$ cat src/sm83_alu_pkg.sv
/*
 * Operation codes and data width of the SM83 8-bit arithmetic unit.
 * Imported by the control decoder, the datapath and the top level.
 * Each operation's numeric value is its position in the enum, starting at 0.
 */

package sm83_alu_pkg;

	// width is fixed by the flag byte format
	parameter int DATA_W = 8;

	// operation select, 5 bits wide
	typedef enum logic [4:0] {
		// two-operand arithmetic
		OP_ADD,
		OP_ADC,
		OP_SUB,
		OP_SBC,
		// logic ops
		OP_AND,
		OP_XOR,
		OP_OR,
		// subtract with the result dropped
		OP_CP,
		// accumulator rotates
		OP_RLC,
		OP_RRC,
		OP_RL,
		OP_RR,
		// bcd correction after add or sub
		OP_DAA,
		// single-operand and flag-only ops
		OP_CPL,
		OP_SCF,
		OP_CCF,
		// flag byte taken from operand b, as on pop af
		OP_LDF
	} alu_op_e;

endpackage

$ cat src/sm83_flags_pkg.sv
/*
 * Flag byte layout and secondary carry source select.
 * Imported by the control decoder, the datapath and the flag registers.
 * Bits 3 to 0 of the flag byte always read as zero.
 */

package sm83_flags_pkg;

	// bit positions within the flag byte
	parameter int FLAG_Z = 7;
	parameter int FLAG_N = 6;
	parameter int FLAG_H = 5;
	parameter int FLAG_C = 4;

	// what the secondary carry register loads on its write
	typedef enum logic [1:0] {
		SEC_ALU,
		SEC_SHIFT,
		SEC_DAA
	} sec_src_e;

endpackage

$ cat src/sm83_alu_core.sv
/*
 * Combinational 8-bit datapath of the SM83 arithmetic unit.
 * Produces the result byte plus raw zero, carry, half carry, subtract,
 * shift-out and decimal-adjust carry for the flag registers to pick from.
 */

module sm83_alu_core
	import sm83_alu_pkg::*;
	import sm83_flags_pkg::*;
(
	input  alu_op_e           op,
	input  logic [DATA_W-1:0] a,
	input  logic [DATA_W-1:0] b,
	input  logic              carry,
	input  logic              half_carry,
	input  logic              neg,
	output logic [DATA_W-1:0] result,
	output logic              zero_out,
	output logic              carry_out,
	output logic              half_out,
	output logic              sub_out,
	output logic              shift_out,
	output logic              daa_carry_out
);

	logic       cin;
	logic [4:0] lo_add;
	logic [4:0] hi_add;
	logic [4:0] lo_sub;
	logic [4:0] hi_sub;
	logic [7:0] daa_corr;
	logic [7:0] daa_res;
	logic       daa_lo_fix;
	logic [7:0] val;

	// only adc and sbc consume the incoming carry
	assign cin = (op == OP_ADC || op == OP_SBC) ? carry : 1'b0;

	// nibble-wise add, low nibble carry is the half carry
	assign lo_add = {1'b0, a[3:0]} + {1'b0, b[3:0]} + {4'b0, cin};
	assign hi_add = {1'b0, a[7:4]} + {1'b0, b[7:4]} + {4'b0, lo_add[4]};

	// nibble-wise subtract, bit 4 wraps to 1 on borrow
	assign lo_sub = {1'b0, a[3:0]} - {1'b0, b[3:0]} - {4'b0, cin};
	assign hi_sub = {1'b0, a[7:4]} - {1'b0, b[7:4]} - {4'b0, lo_sub[4]};

	// decimal adjust
	// after add the correction follows the digits, after sub only H and C
	always_comb begin
		if (!neg) begin
			daa_carry_out = carry || (a > 8'h99);
			daa_lo_fix    = half_carry || (a[3:0] > 4'h9);
		end else begin
			daa_carry_out = carry;
			daa_lo_fix    = half_carry;
		end
		daa_corr = {daa_carry_out ? 4'h6 : 4'h0, daa_lo_fix ? 4'h6 : 4'h0};
		daa_res  = neg ? (a - daa_corr) : (a + daa_corr);
	end

	always_comb begin
		// val is what Z is taken from, result is what goes out
		val       = a;
		result    = a;
		carry_out = 1'b0;
		half_out  = 1'b0;
		sub_out   = 1'b0;
		shift_out = 1'b0;
		case (op)
			OP_ADD, OP_ADC: begin
				val       = {hi_add[3:0], lo_add[3:0]};
				result    = val;
				half_out  = lo_add[4];
				carry_out = hi_add[4];
			end
			OP_SUB, OP_SBC, OP_CP: begin
				val       = {hi_sub[3:0], lo_sub[3:0]};
				// compare keeps a
				result    = (op == OP_CP) ? a : val;
				half_out  = lo_sub[4];
				carry_out = hi_sub[4];
				sub_out   = 1'b1;
			end
			OP_AND: begin
				val    = a & b;
				result = val;
			end
			OP_XOR: begin
				val    = a ^ b;
				result = val;
			end
			OP_OR: begin
				val    = a | b;
				result = val;
			end
			OP_RLC: begin
				result    = {a[6:0], a[7]};
				shift_out = a[7];
			end
			OP_RRC: begin
				result    = {a[0], a[7:1]};
				shift_out = a[0];
			end
			// through-carry rotates
			OP_RL: begin
				result    = {a[6:0], carry};
				shift_out = a[7];
			end
			OP_RR: begin
				result    = {carry, a[7:1]};
				shift_out = a[0];
			end
			OP_DAA: begin
				val    = daa_res;
				result = val;
			end
			OP_CPL: begin
				val    = ~a;
				result = val;
			end
			// flag byte from b, a passes through
			OP_LDF: begin
				carry_out = b[FLAG_C];
				half_out  = b[FLAG_H];
				sub_out   = b[FLAG_N];
			end
			// scf and ccf only touch flags
			default: begin
				result = a;
			end
		endcase
		zero_out = (op == OP_LDF) ? b[FLAG_Z] : (val == '0);
	end

endmodule

$ cat src/sm83_alu_ctrl.sv
/*
 * Operation decoder for the SM83 arithmetic unit.
 * Turns the op strobe into write, set, clear and select controls for the
 * flag registers and delays the strobe into result_valid.
 */

module sm83_alu_ctrl
	import sm83_alu_pkg::*;
	import sm83_flags_pkg::*;
(
	input  logic     clk,
	input  logic     arst_n,
	input  logic     op_valid,
	input  alu_op_e  op,
	output logic     result_valid,
	output logic     flags_bus,
	output logic     flags_alu,
	output logic     zero_we,
	output logic     zero_clr,
	output logic     neg_we,
	output logic     neg_set,
	output logic     neg_clr,
	output logic     half_carry_we,
	output logic     half_carry_set,
	output logic     half_carry_cpl,
	output logic     daa_carry_we,
	output logic     carry_we,
	output logic     sec_carry_we,
	output sec_src_e sec_src,
	output logic     sec_carry_sel,
	output logic     carry_set,
	output logic     carry_cpl
);

	always_comb begin
		flags_bus      = 1'b0;
		flags_alu      = 1'b0;
		zero_we        = 1'b0;
		zero_clr       = 1'b0;
		neg_we         = 1'b0;
		neg_set        = 1'b0;
		neg_clr        = 1'b0;
		half_carry_we  = 1'b0;
		half_carry_set = 1'b0;
		// no sm83 op flips H
		half_carry_cpl = 1'b0;
		daa_carry_we   = 1'b0;
		carry_we       = 1'b0;
		sec_carry_we   = 1'b0;
		sec_src        = SEC_ALU;
		carry_set      = 1'b0;
		carry_cpl      = 1'b0;
		if (op_valid) begin
			// H and its daa copy always written together
			case (op)
				OP_ADD, OP_ADC, OP_SUB, OP_SBC, OP_CP,
				OP_AND, OP_XOR, OP_OR: begin
					flags_alu      = 1'b1;
					zero_we        = 1'b1;
					neg_we         = 1'b1;
					half_carry_we  = 1'b1;
					daa_carry_we   = 1'b1;
					carry_we       = 1'b1;
					// logic ops clear N and only AND sets H
					neg_clr        = (op == OP_AND || op == OP_XOR || op == OP_OR);
					half_carry_set = (op == OP_AND);
				end
				// rotates clear Z N H, carry goes to the secondary reg
				OP_RLC, OP_RRC, OP_RL, OP_RR: begin
					flags_alu     = 1'b1;
					zero_we       = 1'b1;
					zero_clr      = 1'b1;
					neg_we        = 1'b1;
					neg_clr       = 1'b1;
					half_carry_we = 1'b1;
					daa_carry_we  = 1'b1;
					sec_carry_we  = 1'b1;
					sec_src       = SEC_SHIFT;
				end
				// N untouched, H cleared via datapath zero
				OP_DAA: begin
					flags_alu     = 1'b1;
					zero_we       = 1'b1;
					half_carry_we = 1'b1;
					daa_carry_we  = 1'b1;
					sec_carry_we  = 1'b1;
					sec_src       = SEC_DAA;
				end
				OP_CPL: begin
					flags_alu      = 1'b1;
					neg_we         = 1'b1;
					neg_set        = 1'b1;
					half_carry_we  = 1'b1;
					half_carry_set = 1'b1;
					daa_carry_we   = 1'b1;
				end
				OP_SCF, OP_CCF: begin
					flags_alu     = 1'b1;
					neg_we        = 1'b1;
					neg_clr       = 1'b1;
					half_carry_we = 1'b1;
					daa_carry_we  = 1'b1;
					carry_we      = 1'b1;
					carry_set     = (op == OP_SCF);
					carry_cpl     = (op == OP_CCF);
				end
				OP_LDF: begin
					flags_bus     = 1'b1;
					zero_we       = 1'b1;
					neg_we        = 1'b1;
					half_carry_we = 1'b1;
					daa_carry_we  = 1'b1;
					carry_we      = 1'b1;
				end
				default: begin
					flags_alu = 1'b0;
				end
			endcase
		end
	end

	// carry select follows the last carry write
	always_ff @(posedge clk or negedge arst_n) begin
		if (!arst_n)
			sec_carry_sel <= 1'b0;
		else if (sec_carry_we)
			sec_carry_sel <= 1'b1;
		else if (carry_we)
			sec_carry_sel <= 1'b0;
	end

	// result and flags land one cycle after the strobe
	always_ff @(posedge clk or negedge arst_n) begin
		if (!arst_n)
			result_valid <= 1'b0;
		else
			result_valid <= op_valid;
	end

	// an undefined op would strobe result_valid with no flag write
	assert property (@(posedge clk) disable iff (!arst_n) op_valid |-> (op <= OP_LDF));

endmodule

$ cat src/sm83_alu_flags.sv
/*
 * Flag registers of the SM83 arithmetic unit.
 * Holds Z, N, H, a half carry copy for decimal adjust and a primary and
 * secondary carry. Loads from the datapath or from the data bus; carry and
 * half carry can be set or complemented on the output side.
 */

module sm83_alu_flags
	import sm83_flags_pkg::*;
(
	input  logic       clk,
	input  logic       arst_n,
	input  logic [7:0] din,
	input  logic       flags_bus,
	input  logic       flags_alu,
	input  logic       zero_we,
	input  logic       zero_clr,
	input  logic       neg_we,
	input  logic       neg_set,
	input  logic       neg_clr,
	input  logic       half_carry_we,
	input  logic       half_carry_set,
	input  logic       half_carry_cpl,
	input  logic       daa_carry_we,
	input  logic       carry_we,
	input  logic       sec_carry_we,
	input  sec_src_e   sec_src,
	input  logic       sec_carry_sel,
	input  logic       carry_set,
	input  logic       carry_cpl,
	input  logic       zero_in,
	input  logic       carry_in,
	input  logic       half_in,
	input  logic       shift_out_in,
	input  logic       daa_carry_in,
	input  logic       sign_in,
	output logic [7:0] dout,
	output logic       zero,
	output logic       half_carry,
	output logic       daa_carry,
	output logic       neg,
	output logic       carry,
	output logic       pri_carry
);

	logic hc_reg;
	logic sec_c_reg;
	logic c_stored;
	logic h_src;
	logic h_next;
	logic c_next;
	logic any_we;

	// carry as stored, before output-side set or complement
	assign c_stored = sec_carry_sel ? sec_c_reg : pri_carry;

	// output-side modifiers
	assign carry      = (carry_set | c_stored) ^ carry_cpl;
	assign half_carry = (half_carry_set | hc_reg) ^ half_carry_cpl;

	// H written post-set, so the value holds once the strobe is gone
	assign h_src  = flags_bus ? din[FLAG_H] : half_in;
	assign h_next = (half_carry_set | h_src) ^ half_carry_cpl;

	// scf and ccf store the modified carry back into the primary reg
	always_comb begin
		if (carry_set || carry_cpl)
			c_next = carry;
		else if (flags_bus)
			c_next = din[FLAG_C];
		else
			c_next = carry_in;
	end

	// bus view comes from stored state only
	// a following strobe's set or cpl must not leak into this byte
	assign dout[FLAG_Z] = zero;
	assign dout[FLAG_N] = neg;
	assign dout[FLAG_H] = hc_reg;
	assign dout[FLAG_C] = c_stored;
	assign dout[3:0]    = 4'h0;

	always_ff @(posedge clk or negedge arst_n) begin
		if (!arst_n) begin
			zero <= 1'b0;
		end else if (zero_we) begin
			if (zero_clr)
				zero <= 1'b0;
			else
				zero <= flags_bus ? din[FLAG_Z] : zero_in;
		end
	end

	always_ff @(posedge clk or negedge arst_n) begin
		if (!arst_n) begin
			neg <= 1'b0;
		end else if (neg_we) begin
			if (neg_clr)
				neg <= 1'b0;
			else if (neg_set)
				neg <= 1'b1;
			else
				neg <= flags_bus ? din[FLAG_N] : sign_in;
		end
	end

	// visible H and its decimal adjust copy
	always_ff @(posedge clk or negedge arst_n) begin
		if (!arst_n) begin
			hc_reg    <= 1'b0;
			daa_carry <= 1'b0;
		end else begin
			if (half_carry_we)
				hc_reg <= h_next;
			if (daa_carry_we)
				daa_carry <= h_next;
		end
	end

	always_ff @(posedge clk or negedge arst_n) begin
		if (!arst_n)
			pri_carry <= 1'b0;
		else if (carry_we)
			pri_carry <= c_next;
	end

	// secondary carry for rotates and daa
	always_ff @(posedge clk or negedge arst_n) begin
		if (!arst_n) begin
			sec_c_reg <= 1'b0;
		end else if (sec_carry_we) begin
			case (sec_src)
				SEC_SHIFT: sec_c_reg <= shift_out_in;
				SEC_DAA:   sec_c_reg <= daa_carry_in;
				default:   sec_c_reg <= carry_in;
			endcase
		end
	end

	assign any_we = zero_we | neg_we | half_carry_we | daa_carry_we | carry_we | sec_carry_we;

	// every write names exactly one source
	assert property (@(posedge clk) disable iff (!arst_n) any_we |-> (flags_bus ^ flags_alu));

	// only one of the two carry regs loads per strobe
	assert property (@(posedge clk) disable iff (!arst_n) !(carry_we && sec_carry_we));

endmodule

$ cat src/sm83_alu_top.sv
/*
 * Top level of the SM83 8-bit arithmetic unit.
 * Strobe op_valid with op, a and b; one cycle later result_valid is high
 * and result and flags carry the outcome. No back-pressure.
 */

module sm83_alu_top
	import sm83_alu_pkg::*;
	import sm83_flags_pkg::*;
(
	input  logic              clk,
	input  logic              arst_n,
	input  logic              op_valid,
	input  alu_op_e           op,
	input  logic [DATA_W-1:0] a,
	input  logic [DATA_W-1:0] b,
	output logic              result_valid,
	output logic [DATA_W-1:0] result,
	output logic [DATA_W-1:0] flags
);

	logic              flags_bus;
	logic              flags_alu;
	logic              zero_we;
	logic              zero_clr;
	logic              neg_we;
	logic              neg_set;
	logic              neg_clr;
	logic              half_carry_we;
	logic              half_carry_set;
	logic              half_carry_cpl;
	logic              daa_carry_we;
	logic              carry_we;
	logic              sec_carry_we;
	sec_src_e          sec_src;
	logic              sec_carry_sel;
	logic              carry_set;
	logic              carry_cpl;
	logic [DATA_W-1:0] alu_result;
	logic              zero_out;
	logic              carry_out;
	logic              half_out;
	logic              sub_out;
	logic              shift_out;
	logic              daa_carry_out;
	logic              carry;
	logic              daa_carry;
	logic              neg;

	sm83_alu_ctrl u_ctrl (
		.clk            (clk),
		.arst_n         (arst_n),
		.op_valid       (op_valid),
		.op             (op),
		.result_valid   (result_valid),
		.flags_bus      (flags_bus),
		.flags_alu      (flags_alu),
		.zero_we        (zero_we),
		.zero_clr       (zero_clr),
		.neg_we         (neg_we),
		.neg_set        (neg_set),
		.neg_clr        (neg_clr),
		.half_carry_we  (half_carry_we),
		.half_carry_set (half_carry_set),
		.half_carry_cpl (half_carry_cpl),
		.daa_carry_we   (daa_carry_we),
		.carry_we       (carry_we),
		.sec_carry_we   (sec_carry_we),
		.sec_src        (sec_src),
		.sec_carry_sel  (sec_carry_sel),
		.carry_set      (carry_set),
		.carry_cpl      (carry_cpl)
	);

	// half carry into the datapath is the daa copy
	sm83_alu_core u_core (
		.op            (op),
		.a             (a),
		.b             (b),
		.carry         (carry),
		.half_carry    (daa_carry),
		.neg           (neg),
		.result        (alu_result),
		.zero_out      (zero_out),
		.carry_out     (carry_out),
		.half_out      (half_out),
		.sub_out       (sub_out),
		.shift_out     (shift_out),
		.daa_carry_out (daa_carry_out)
	);

	// flag byte load reads operand b
	sm83_alu_flags u_flags (
		.clk            (clk),
		.arst_n         (arst_n),
		.din            (b),
		.flags_bus      (flags_bus),
		.flags_alu      (flags_alu),
		.zero_we        (zero_we),
		.zero_clr       (zero_clr),
		.neg_we         (neg_we),
		.neg_set        (neg_set),
		.neg_clr        (neg_clr),
		.half_carry_we  (half_carry_we),
		.half_carry_set (half_carry_set),
		.half_carry_cpl (half_carry_cpl),
		.daa_carry_we   (daa_carry_we),
		.carry_we       (carry_we),
		.sec_carry_we   (sec_carry_we),
		.sec_src        (sec_src),
		.sec_carry_sel  (sec_carry_sel),
		.carry_set      (carry_set),
		.carry_cpl      (carry_cpl),
		.zero_in        (zero_out),
		.carry_in       (carry_out),
		.half_in        (half_out),
		.shift_out_in   (shift_out),
		.daa_carry_in   (daa_carry_out),
		.sign_in        (sub_out),
		.dout           (flags),
		.zero           (),
		.half_carry     (),
		.daa_carry      (daa_carry),
		.neg            (neg),
		.carry          (carry),
		.pri_carry      ()
	);

	// result byte held until the next strobe
	always_ff @(posedge clk or negedge arst_n) begin
		if (!arst_n)
			result <= '0;
		else if (op_valid)
			result <= alu_result;
	end

endmodule

$ cat config.mk
export PLATFORM = sky130hd
export DESIGN_NAME = sm83_alu_top
export DESIGN_NICKNAME = d
export VERILOG_FILES = /design/src/sm83_alu_pkg.sv /design/src/sm83_flags_pkg.sv /design/src/sm83_alu_core.sv /design/src/sm83_alu_ctrl.sv /design/src/sm83_alu_flags.sv /design/src/sm83_alu_top.sv
export SDC_FILE = /design/constraint.sdc
export NUM_CORES = 1
export LEC_CHECK = 0
export BUFFER_PORTS_ARGS = -buffer_cell sky130_fd_sc_hd__buf_2
export CORE_MARGIN = 2
export CORE_UTILIZATION = 45
export CTS_CLUSTER_DIAMETER = 120
export DETAILED_ROUTE_END_ITERATION = 16
export GPL_TIMING_DRIVEN = 0
export SLEW_MARGIN = 20
export SYNTH_ARGS = -nofsm -noshare
export SYNTH_HDL_FRONTEND = slang
export SYNTH_SLANG_ARGS = --single-unit
$ cat constraint.sdc
create_clock -name clk -period 10.2 [get_ports clk]
set_input_delay 2.04 -clock clk [delete_from_list [all_inputs] [get_ports clk]]
set_output_delay 2.04 -clock clk [all_outputs]
set_load 0.02 [all_outputs]
=== Word level (Yosys, flattened, before mapping) ===
Cells that the tools add are included.

* Input bits: 24
* Flip-flop bits (word level): 15
* Word-level logic and storage cells: 119
* Output and inout port bits: 17

* Equal/unequal tests: 18
* Multiplexer cells: 52
* Bitwise gates (word level): 7
* Order comparisons: 2
* Reductions and logical operators: 22
* Add/subtract/negate cells: 10

{| class="wikitable"
|+ Operators by type and width
! cell !! count
|-
| $pmux W8 S11 || 1
|-
| $pmux W8 S7 || 1
|-
| $eq A5 B4 Y1 const B || 8
|-
| $mux W1 || 37
|-
| $eq A5 B3 Y1 const B || 4
|-
| $reduce_or A17 Y1 || 1
|-
| $mux W8 || 2
|-
| $reduce_or A16 Y1 || 1
|-
| $reduce_or A14 Y1 || 1
|-
| $reduce_or A11 Y1 || 1
|-
| $add A4 B4 Y5 || 2
|-
| $add A5 B1 Y5 || 2
|-
| $eq A5 B2 Y1 const B || 2
|-
| $pmux W1 S2 || 5
|-
| $sub A4 B4 Y5 || 2
|-
| $sub A5 B1 Y5 || 2
|-
| $add A8 B8 Y8 || 1
|-
| $and A8 B8 Y8 || 1
|-
| $gt A8 B8 Y1 const B || 1
|-
| $logic_not A8 Y1 || 1
|-
| $not A8 Y8 || 1
|-
| $or A8 B8 Y8 || 1
|-
| $reduce_or A2 Y1 || 4
|-
| $reduce_or A8 Y1 || 1
|-
| 20 further kinds || 28
|}

=== Logic depth before layout (Yosys ltp) ===
Gate-level depths: netlist (run 1).

* Word-level depth: 16
* Gate-level depth with buffers: 21

=== By module ===
Synthesis (run 1) repeated with hierarchy kept, for this count alone.

* Cell total of the unflattened synthesis: 403
* Area total of the unflattened synthesis: 3403.3 µm²

{| class="wikitable"
|+ Modules (own cells, without submodules)
! module !! area each (µm²) !! sequential area each (µm²) !! cells an instance !! instances
|-
| sm83_alu_core || 2254.7 || 0.0 || 293 || 1
|-
| sm83_alu_flags || 508.0 || 150.1 || 51 || 1
|-
| sm83_alu_top || 331.6 || 200.2 || 17 || 1
|-
| sm83_alu_ctrl || 309.0 || 50.0 || 42 || 1
|}

=== Worst setup path before layout (run 1) ===
Ideal clock, no wire load.

* Path type: in2reg
* Start: in op[2]
* End: reg u_flags.zero
* Slack: 4.311 ns
* Library setup time: 0.103 ns
* Stages on the path: 19
* Path buffers: 1
* Data arrival time: 5.785 ns
* Path through: clkbuf_4 -> nand4b_1 -> and4bb_2 -> a21oi_1 -> nand3_1 -> fa_1 -> fa_1 -> o21ai_0 -> nand2b_1 -> xnor2_1 -> fa_1 -> inv_1 -> ha_1 -> xor2_1 -> nor2_1 -> nand4_1 -> o21ai_0 -> nand4_1 -> o41ai_2

* Cells in the longest elaborated chain, start to end: 16
* Elaborated cells between the ends (all ways): 51
* Those cells by class: add/sub (6); eq/ne (16); mux (18); bitwise (2); reduce/logical (9)

{| class="wikitable"
|+ RTL lines
! what !! RTL line !! RTL
|-
| from (decl) || sm83_alu_top.sv:14 || <nowiki>input alu_op_e op,</nowiki>
|-
| parallel branches: the longest is 16 deep, another holds $sub A5 B1 Y5 || - ||
|-
| to (signal assigned) || sm83_alu_flags.sv:90 || <nowiki>zero <= flags_bus ? din[FLAG_Z] : zero_in;</nowiki>
|-
| to (decl) || sm83_alu_flags.sv:38 || <nowiki>output logic zero,</nowiki>
|}

Parallel ways; which one is timed is not known.
A chain may end at the register's enable or synchronous reset.

=== Final worst setup path (run 1) ===
* Start: in op[4]
* End: reg u_flags.zero

The elaborated chain is that of the path after synthesis.

==> results.py, run 1 <==
metrics = {
    "run_status": {
        "outcome": "completed",
    },
    "clocking": {
        "cts.reportedPaths.clkPinSlew_ns": 0.06,
        "htreeDepth": 1,
        "clock_latency_ns": 0.25,
        "clockBufferDepth": 2,
        "cts_tree": "done",
        "ctsResizeCount": 0,
        "clkSinkCount": 15,
        "cts_hold_buf": 0,
        "post-cts-setup-buffers": 0,
        "cts_root_buffer": "clkbuf_8",
        "cts_inserted_buffers": 3,
    },
    "worst_setup_path": {
        "max_stage_delay_ns": 0.52,
        "cp.required_ns": 10.34,
        "critical_path_class": "in2reg",
        "critPathLaunchType": "input port",
        "ff2ff_setup_slack_ns": 4.91,
        "worstPathArrival_ns": 7.01,
        "crit_chain": "buf_2 > buf_6 > nor2b_1 > nand4_1 > a21oi_1 > nand3_1 > fa_1 > fa_1 > o21ai_0 > nand2b_1 > xnor2_1 > fa_1 > ha_1 > o21ai_0 > nand2_1 > xnor2_1 > nand4_1 > o21ai_0 > nand4_1 > o41ai_2",
        "critical_path.startpoint": "op[4]",
        "crit_path_end_kind": "flop",
        "r2r-start": "u_ctrl.sec_carry_sel",
        "crit_path_max_fanout": 10,
        "crit_slowest_cell": "fa_1",
        "reg2reg_depth": 18,
    },
    "worst_hold_path": {
        "hold_path.startpoint": "u_flags.pri_carry",
        "hold_class": "reg2reg",
        "hold_depth": 1,
    },
    "finish": {
        "fin_cells": 505,
        "largest_reg_flops": 8,
        "drive_gt1_share_pct": 16.6,
        "area_delta_synth_final_pct": 11.3,
        "fin_nets": 500,
        "regMostFlops": "result",
        "utilization_pct": 51.7,
        "n_antenna_cell": 0,
    },
    "routing": {
        "antenna_violating_nets_post_route": 0,
        "drt_pass1_iterations": 5,
        "wl_mm": 9.40,
        "drt_iter0_drc": 347,
        "avgRoutedWirePerCell_um": 18.6,
        "vias": 3090,
        "viasPerCell": 6.12,
        "drcViolationCount": 0,
    },
    "logic_synthesis": {
        "synth-seq-cells": 15,
        "yosys_warnings": 0,
        "synth-main-ff-cell": "dfrtp_1",
        "synth_cells": 385,
        "yosysTopAreaCell": "ha_1",
        "async_reset_ff_share_pct": 100,
        "synth.area.top_cells": "ha_1 17%, dfrtp_1 13%, fa_1 5.4%",
        "synth_top_cell_area_share_pct": 16.5,
        "ys_seq_area_share_pct": 12.7,
        "syn_avg_cell_area_sq_um": 7.67,
        "ys_types": 65,
        "yosysMostFrequentCell": "ha_1",
        "ys_top_cells_by_count": "39 x ha_1, 33 x inv_1, 31 x o21ai_0",
        "synth_edf_count": 0,
        "syn-cell-area_sq_mm": 0.00295,
    },
    "timing": {
        "fin_tns_setup_ns": 0,
        "slew_violations": 0,
        "worst_pin_slew_ns": 0.720,
        "skew_ns": 0.00365,
        "finalSetupViolCount": 0,
        "hold_violations": 0,
        "finalCriticalPeriod_ns": 6.87,
        "rsz0062_at_grt": "no",
        "slew_headroom_pct": 51.6,
        "max_freq_ghz": 0.146,
        "fin_crit_sh_pct": 67.3,
    },
    "global_routing": {
        "grt_pass1_vias": 2844,
        "overflow": 0,
        "antenna_found_initial": 0,
        "grt_max_degree": 16,
        "grt_use_total_pct": 26.3,
        "grt_pass1_wl_mm": 15.0,
    },
    "placement": {
        "placed_cells": 501,
        "io_buffers": 36,
        "dpl.hpwl_mm": 7.60,
        "routabilityCongestion": 0.964,
    },
    "floorplanning": {
        "ios": 41,
        "die-area_sq_mm": 0.00723,
        "die_h_um": 85.0,
        "start_util_pct": 46.5,
        "core_sq_mm": 0.00635,
        "die_width_um": 85.0,
        "rows": 29,
    },
    "job": {
        "max-cap-violations": 0,
    },
    "power": {
        "leakage_nw": 1.56,
        "vdd_ir_drop_max_mv": 0.0815,
        "design_power_total_w": 0.000309,
        "p_per_area_mw_per_mm2": 94.0,
    },
}
[power breakdown]
part / switching (W) / internal, W / total (W)
Clock: 0.0000203 / 0.0000277 / 0.0000480
Sequential: 0.00000465 / 0.0000679 / 0.0000725
Combinational: 0.000113 / 0.0000749 / 0.000188
[metal layers]
layer  share of wire [%]  GRT usage [%]  up-vias
met3                 7.9           3.21       32
met1                  44           36.9     1430
met4                 4.3           10.5        0
met5                   0              0        -
li1                    -              -     1453
met2                  44           41.1      175
[placed cells by master (no fill, tap or decap), types with 11 or more instances in the layout]
| master | n |
|---|---|
| nor2_1 | 27 |
| buf_4 | 11 |
| xnor2_1 | 12 |
| ha_1 | 39 |
| mux2i_1 | 12 |
| nand2_1 | 28 |
| buf_2 | 41 |
| inv_1 | 33 |
| clkbuf_1 | 12 |
| dfrtp_1 | 15 |
| o21ai_0 | 31 |
| a21oi_1 | 26 |
[critical path: cells and delay by family]
family / cells / cell delay, ns
adders and majority gates: 4 / 1.59
AOI/OAI and AO/OA: 5 / 1.33
and+or+nand+nor: 7 / 1.18
xor gates and xnor gates: 2 / 0.60
buffers and inverters: 2 / 0.26
[path summary, 6_finish.rpt]
path                                         to
hold / removal                u_flags.pri_carry
setup reg to reg                   u_flags.zero
hold reg to reg               u_flags.pri_carry
min in group asynchronous             result[4]
max in group asynchronous  u_ctrl.sec_carry_sel
setup / recovery                   u_flags.zero
[metrics by stage]
stage                     setup WS (ns)  instance area (sq um)  hold WS, ns
final                              3.33                   3290        0.480
after global routing               3.07                   3290        0.505
after CTS                          3.44                   3290        0.483
after detailed placement           3.20                   3240        0.470
after global placement             3.21                   3240        0.466
after floorplan                    4.31                   2960        0.448
[kinds of logic after synthesis]
kind of cell | count (synthesis) | synth area share (%)
buf+inv | 64 | 10.2
other cells | 1 | 0.127
fa+ha+maj | 47 | 21.9
xor+xnor | 18 | 5.34
simple gates | 116 | 21.0
compound gates | 111 | 24.2
mux | 13 | 4.45
flops | 15 | 12.7
[final cells by class]
type                    instances  area (sq um)
multi-input cells             309          2290
well taps                      77          96.3
flip-flops and latches         15           375
plain buffers                  30           173
clock buffers                   4          45.0
repair buffers                 36           180
inverters                      34           128
fillers                       679          3060
Note: power is estimated with default switching activity, not from simulation.
==> run 2, diff against run 1 <==
- PLACE_DENSITY: not set -> 0.67
- clock period: 10.2 -> 5.7 ns (I/O delays scaled with it)
==> run 2 against run 1 <==
Against the previous run: register-to-register slack lost 4.1 ns; global-route usage shrank 0.23 points; largest cell class unchanged; clock-buffer cell count is the same; design area grew 0.91%; via count shrank 2.8%; largest power group unchanged; hold slack gained 0.012 ns; clock skew shrank 0.00093 ns; power grew 82%; non-clock buffer count shrank 1; sequential share of layout area shrank 0.10 points; critical path depth is the same; first-iteration DRC count shrank 9.5%.
==> results.py, run 2 (synthesis gave the netlist of run 1 again) <==
metrics = {
    "finish": {
        "regMostFlops": "result",
        "fin_nets": 499,
        "final_cell_mix": "41 x buf_2, 39 x ha_1, 33 x inv_1",
        "drive_gt1_share_pct": 17.8,
        "area_delta_synth_final_pct": 12.3,
        "design_area_sq_mm": 0.00332,
        "n_antenna_cell": 0,
        "largest_reg_flops": 8,
        "nFillCells": 640,
        "final_common_cell": "buf_2",
    },
    "placement": {
        "place_area_sq_mm": 0.00324,
        "io_buffers": 36,
        "routabilityCongestion": 1.00,
        "dpl.hpwl_mm": 7.54,
    },
    "floorplanning": {
        "ios": 41,
        "core_sq_mm": 0.00635,
        "die_h_um": 85.0,
        "rows": 29,
        "start_util_pct": 46.5,
        "die_width_um": 85.0,
        "die-area_sq_mm": 0.00723,
    },
    "global_routing": {
        "grt_pass1_wl_mm": 15.1,
        "grt_max_degree": 20,
        "grt_use_total_pct": 26.1,
        "overflow": 0,
        "grt_pass1_vias": 2938,
        "antenna_found_initial": 0,
    },
    "timing": {
        "max_freq_ghz": 0.185,
        "worst_pin_slew_ns": 0.656,
        "hold_ws_ns": 0.492,
        "rsz0062_at_grt": "no",
        "fin_crit_sh_pct": 95.1,
        "finalSetupViolCount": 0,
        "hold_violations": 0,
        "fin_tns_setup_ns": 0,
        "slew_headroom_pct": 56.0,
        "skew_ns": 0.00272,
        "slew_violations": 0,
        "finalCriticalPeriod_ns": 5.42,
    },
    "clocking": {
        "cts_root_buffer": "clkbuf_8",
        "htreeDepth": 1,
        "cts.reportedPaths.clkPinSlew_ns": 0.06,
        "clkSinkCount": 15,
        "cts_tree": "done",
        "clockBufferDepth": 2,
        "cts_hold_buf": 0,
        "cts_inserted_buffers": 3,
        "clock_latency_ns": 0.25,
        "post-cts-setup-buffers": 0,
    },
    "worst_setup_path": {
        "crit_path_end_kind": "flop",
        "critPathLaunchType": "input port",
        "reg2reg_depth": 18,
        "worstPathArrival_ns": 5.61,
        "crit_path_max_fanout": 10,
        "r2r-start": "u_ctrl.sec_carry_sel",
        "ff2ff_setup_slack_ns": 0.77,
        "cp.required_ns": 5.89,
        "critical_path_class": "in2reg",
        "reg2reg_to": "u_flags.pri_carry",
    },
    "worst_hold_path": {
        "hold_class": "reg2reg",
        "hold_depth": 2,
        "whs_endpoint": "u_flags.sec_c_reg",
        "hold_path.startpoint": "u_flags.sec_c_reg",
    },
    "routing": {
        "viasPerCell": 5.96,
        "wl_mm": 9.20,
        "antenna_violating_nets_post_route": 0,
        "drcViolationCount": 0,
        "avgRoutedWirePerCell_um": 18.3,
        "drt_iter0_drc": 314,
        "vias": 3004,
        "drt_pass1_iterations": 4,
    },
    "power": {
        "p_per_area_mw_per_mm2": 169,
        "leakage_nw": 1.57,
        "vdd_ir_drop_max_mv": 0.113,
    },
    "run_status": {
        "outcome": "completed",
    },
    "job": {
        "max-cap-violations": 0,
    },
}
## run 2: cell count changes in the layout (fill, tap and decap cells not counted), sizes merged
cell | previous run | this run
clkbuf | 17 | 16
## run 2: how the worst max path moves through the flow
stage	start	to	slack, ns
finish	op[4]	u_flags.pri_carry	0.28
global route	op[2]	u_flags.pri_carry	0.05
CTS	op[4]	u_flags.zero	0.09
detailed placement	op[4]	u_flags.zero	-0.40
global placement	op[4]	u_flags.zero	-0.43
floorplan	op[2]	u_flags.zero	0.71
## run 2: metrics by stage
stage / worst slack (ns) / total power [W] / utilization (%) / std cells
2_1_floorplan: 0.711 / 0.000363 / - / 388
3_3_place_gp: -0.426 / 0.000456 / 51.0 / 501
3_5_place_dp: -0.397 / 0.000461 / 51.0 / 501
4_1_cts: 0.0917 / 0.000554 / 51.9 / 504
5_1_grt: 0.0484 / 0.000603 / 52.2 / 504
6_report: 0.281 / 0.000562 / 52.2 / 504
## run 2: timing repair
| item | in CTS | in global routing |
|---|---|---|
| setup endpoints to repair | 1 | 2 |
| resized for setup | 2 | 4 |
| pin swaps | 0 | 1 |
## run 2: layout make-up
| type | count | area (sq um) | share of cell area, % |
|---|---|---|---|
| buffer | 29 | 169 | 5.09 |
| clock buffer | 4 | 45.0 | 1.36 |
| inverter | 34 | 128 | 3.85 |
| multi-input combinational | 309 | 2320 | 70.0 |
| sequential | 15 | 375 | 11.3 |
| tap | 77 | 96.3 | 2.91 |
| timing repair buffer | 36 | 180 | 5.43 |
## run 2: where the power goes
group	total (W)	internal [W]	leakage [nW]	switching (W)
clock	0.0000894	0.0000496	0.0228	0.0000398
combinational	0.000342	0.000138	1.37	0.000205
sequential	0.000130	0.000121	0.180	0.00000849
total	0.000562	0.000309	1.57	0.000253
## run 2: layer usage
| metal | wire [um] | vias up | part of all wire [%] | global-route usage [%] |
|---|---|---|---|---|
| li1 | - | 1439 | - | - |
| met1 | 4100 | 1390 | 45 | 35.8 |
| met2 | 4110 | 143 | 45 | 41.3 |
| met3 | 567 | 32 | 6.2 | 2.82 |
| met4 | 423 | 0 | 4.6 | 11.7 |
| met5 | 0 | - | 0 | 0 |
## run 2: worst max-delay path: stages
cell and delay [ns]:
buf_2 0.12, buf_6 0.14, nor2b_2 0.22, nand4_1 0.19, a21oi_4 0.26, nand3_1 0.17, fa_1 0.43, fa_1 0.41
o21ai_0 0.22, nand2b_1 0.13, xnor2_2 0.18, fa_1 0.42, fa_1 0.43, nand2b_1 0.09, a21oi_1 0.08, xnor2_1 0.13
o211ai_1 0.29, o21ai_0 0.12, a211oi_1 0.29, a21o_1 0.12
==> run 3, diff against run 2 <==
- PLACE_DENSITY: 0.67 -> 0.75
- REMOVE_ABC_BUFFERS: not set -> 1
- SLEW_MARGIN: 20 -> not set
==> run 3 against run 2 <==
Against the previous run: clock-buffer cell count shrank 1; cell count shrank 5.8%; global-route usage shrank 1.6 points; sequential power is essentially flat; clock skew shrank 0.00073 ns; sequential share of layout area grew 0.59 points; setup slack lost 0.0089 ns; critical path depth is the same; highest routed layer unchanged; design area shrank 4.9%; maximum frequency shrank 0.16%; combinational power shrank 7.3%; via count shrank 2.7%.
==> results.py, run 3 (synthesis gave the netlist of run 1 again) <==
metrics = {
    "clocking": {
        "cts.reportedPaths.clkPinSlew_ns": 0.07,
        "htreeDepth": 1,
        "clockBufferDepth": 2,
        "clock_latency_ns": 0.26,
        "cts_hold_buf": 0,
        "cts_tree": "done",
        "post-cts-setup-buffers": 0,
        "cts_inserted_buffers": 3,
        "ctsResizeCount": 3,
        "clkSinkCount": 15,
        "cts_root_buffer": "clkbuf_8",
    },
    "worst_setup_path": {
        "worstPathArrival_ns": 5.58,
        "critPathBufInv": 2,
        "crit_slowest_cell": "fa_1",
        "crit_path_end_kind": "flop",
        "crit_path_max_fanout": 22,
        "crit_chain": "clkbuf_4 > nand4b_1 > and4bb_2 > a21oi_4 > nand3_1 > fa_1 > fa_1 > o21ai_0 > nand2b_1 > xnor2_2 > fa_1 > inv_1 > ha_1 > o21ai_0 > nand2_1 > xnor2_1 > nand4_1 > o21ai_0 > nand4_1 > o41ai_2",
        "max_stage_delay_ns": 0.52,
        "cp.required_ns": 5.85,
        "crit_family": "adder cells",
        "critPathLaunchType": "input port",
        "critical_path_class": "in2reg",
        "ff2ff_setup_slack_ns": 0.78,
    },
    "routing": {
        "antenna_violating_nets_post_route": 0,
        "vias": 2924,
        "viasPerCell": 6.16,
        "wl_mm": 8.47,
        "avgRoutedWirePerCell_um": 17.8,
        "drcViolationCount": 0,
        "drt_pass1_iterations": 5,
        "drt_iter0_drc": 288,
    },
    "timing": {
        "finalSetupViolCount": 0,
        "slew_headroom_pct": 55.2,
        "fin_tns_setup_ns": 0,
        "worst_pin_slew_ns": 0.666,
        "hold_violations": 0,
        "skew_ns": 0.00199,
        "rsz0062_at_grt": "no",
        "fin_crit_sh_pct": 95.2,
        "slew_violations": 0,
        "fin_ws_ns": 0.272,
        "max_freq_ghz": 0.184,
        "finalCriticalPeriod_ns": 5.43,
    },
    "floorplanning": {
        "die_h_um": 85.0,
        "ios": 41,
        "core_sq_mm": 0.00635,
        "die-area_sq_mm": 0.00723,
        "die_width_um": 85.0,
        "start_util_pct": 46.5,
        "rows": 29,
    },
    "placement": {
        "placed_cells": 471,
        "place_area_sq_mm": 0.00307,
        "routabilityCongestion": 0.988,
        "post-place-ws_ns": -0.578,
        "dpl.hpwl_mm": 6.61,
        "io_buffers": 36,
    },
    "finish": {
        "drive_gt1_share_pct": 14.1,
        "utilization_pct": 49.6,
        "fin_cells": 475,
        "design_area_sq_mm": 0.00315,
        "final_common_cell": "ha_1",
        "n_antenna_cell": 0,
        "nFillCells": 637,
        "fin_nets": 470,
        "largest_reg_flops": 8,
        "regMostFlops": "result",
        "final_cell_mix": "39 x ha_1, 33 x inv_1, 33 x buf_2",
        "area_delta_synth_final_pct": 6.74,
    },
    "global_routing": {
        "overflow": 0,
        "grt_max_degree": 34,
        "grt_pass1_wl_mm": 14.2,
        "antenna_found_initial": 0,
        "grt_use_total_pct": 24.5,
        "grt_pass1_vias": 2872,
    },
    "worst_hold_path": {
        "hold_class": "reg2reg",
    },
    "power": {
        "p_sw_share_pct": 45.6,
        "intPower_w": 0.000294,
        "p_per_area_mw_per_mm2": 172,
        "vdd_ir_drop_max_mv": 0.119,
        "p_seq_share_pct": 24.3,
        "power.switching_w": 0.000247,
        "p_clk_share_pct": 17.0,
        "leakage_nw": 1.47,
        "pwr-share-comb_pct": 58.6,
    },
    "job": {
        "max-cap-violations": 0,
    },
    "run_status": {
        "outcome": "completed",
    },
}
run 3: cell type report:
cell class                 instances  area, sq um  share of cell area, %
multi-input combinational        309         2310                   73.4
sequential                        15          375                   11.9
timing repair buffer              36          191                   6.07
inverter                          34          128                   4.05
tap                               77         96.3                   3.06
clock buffer                       3         41.3                   1.31
clock inverter                     1         5.00                  0.159
run 3: power groups by stage:
| stage | Sequential (W) | Combinational [W] | Clock, W |
|---|---|---|---|
| floorplan | 0.000147 | 0.000191 | 0 |
| global placement | 0.000133 | 0.000298 | 0 |
| detailed placement | 0.000134 | 0.000307 | 0 |
| CTS | 0.000132 | 0.000310 | 0.0000937 |
| global route | 0.000133 | 0.000351 | 0.0000989 |
| finish | 0.000132 | 0.000317 | 0.0000921 |
run 3: path summary, 6_finish.rpt:
| path | startpoint | to | depth (start not counted) |
|---|---|---|---|
| min in group asynchronous | arst_n | u_flags.pri_carry | 1 |
| worst max register to register | u_ctrl.sec_carry_sel | u_flags.zero | 19 |
| worst min register to register | u_flags.sec_c_reg | u_flags.sec_c_reg | 2 |
| worst max-delay path | op[4] | u_flags.zero | 20 |
| worst min-delay path | u_flags.sec_c_reg | u_flags.sec_c_reg | 2 |
| max in group asynchronous | arst_n | result[2] | 1 |
run 3: per-stage QoR:
stage	power, W	hold WS [ns]
5_1_grt	0.000583	0.509
2_1_floorplan	0.000338	0.448
3_5_place_dp	0.000441	0.479
3_3_place_gp	0.000431	0.464
4_1_cts	0.000535	0.494
6_report	0.000541	0.485
run 3: tightest hold or removal path: cells and delay by family, from the launching register on:
family	cells	cell delay (ns)
compound gates	1	0.05
simple gates	1	0.05
flops	1	0.35
run 3: layer usage:
layer	vias up	part of all wire (%)	global-route usage, %
met2	150	46	39.2
met4	0	4.0	9.81
met1	1356	42	32.6
met3	28	7.9	4.38
li1	1390	-	-
met5	-	0	0
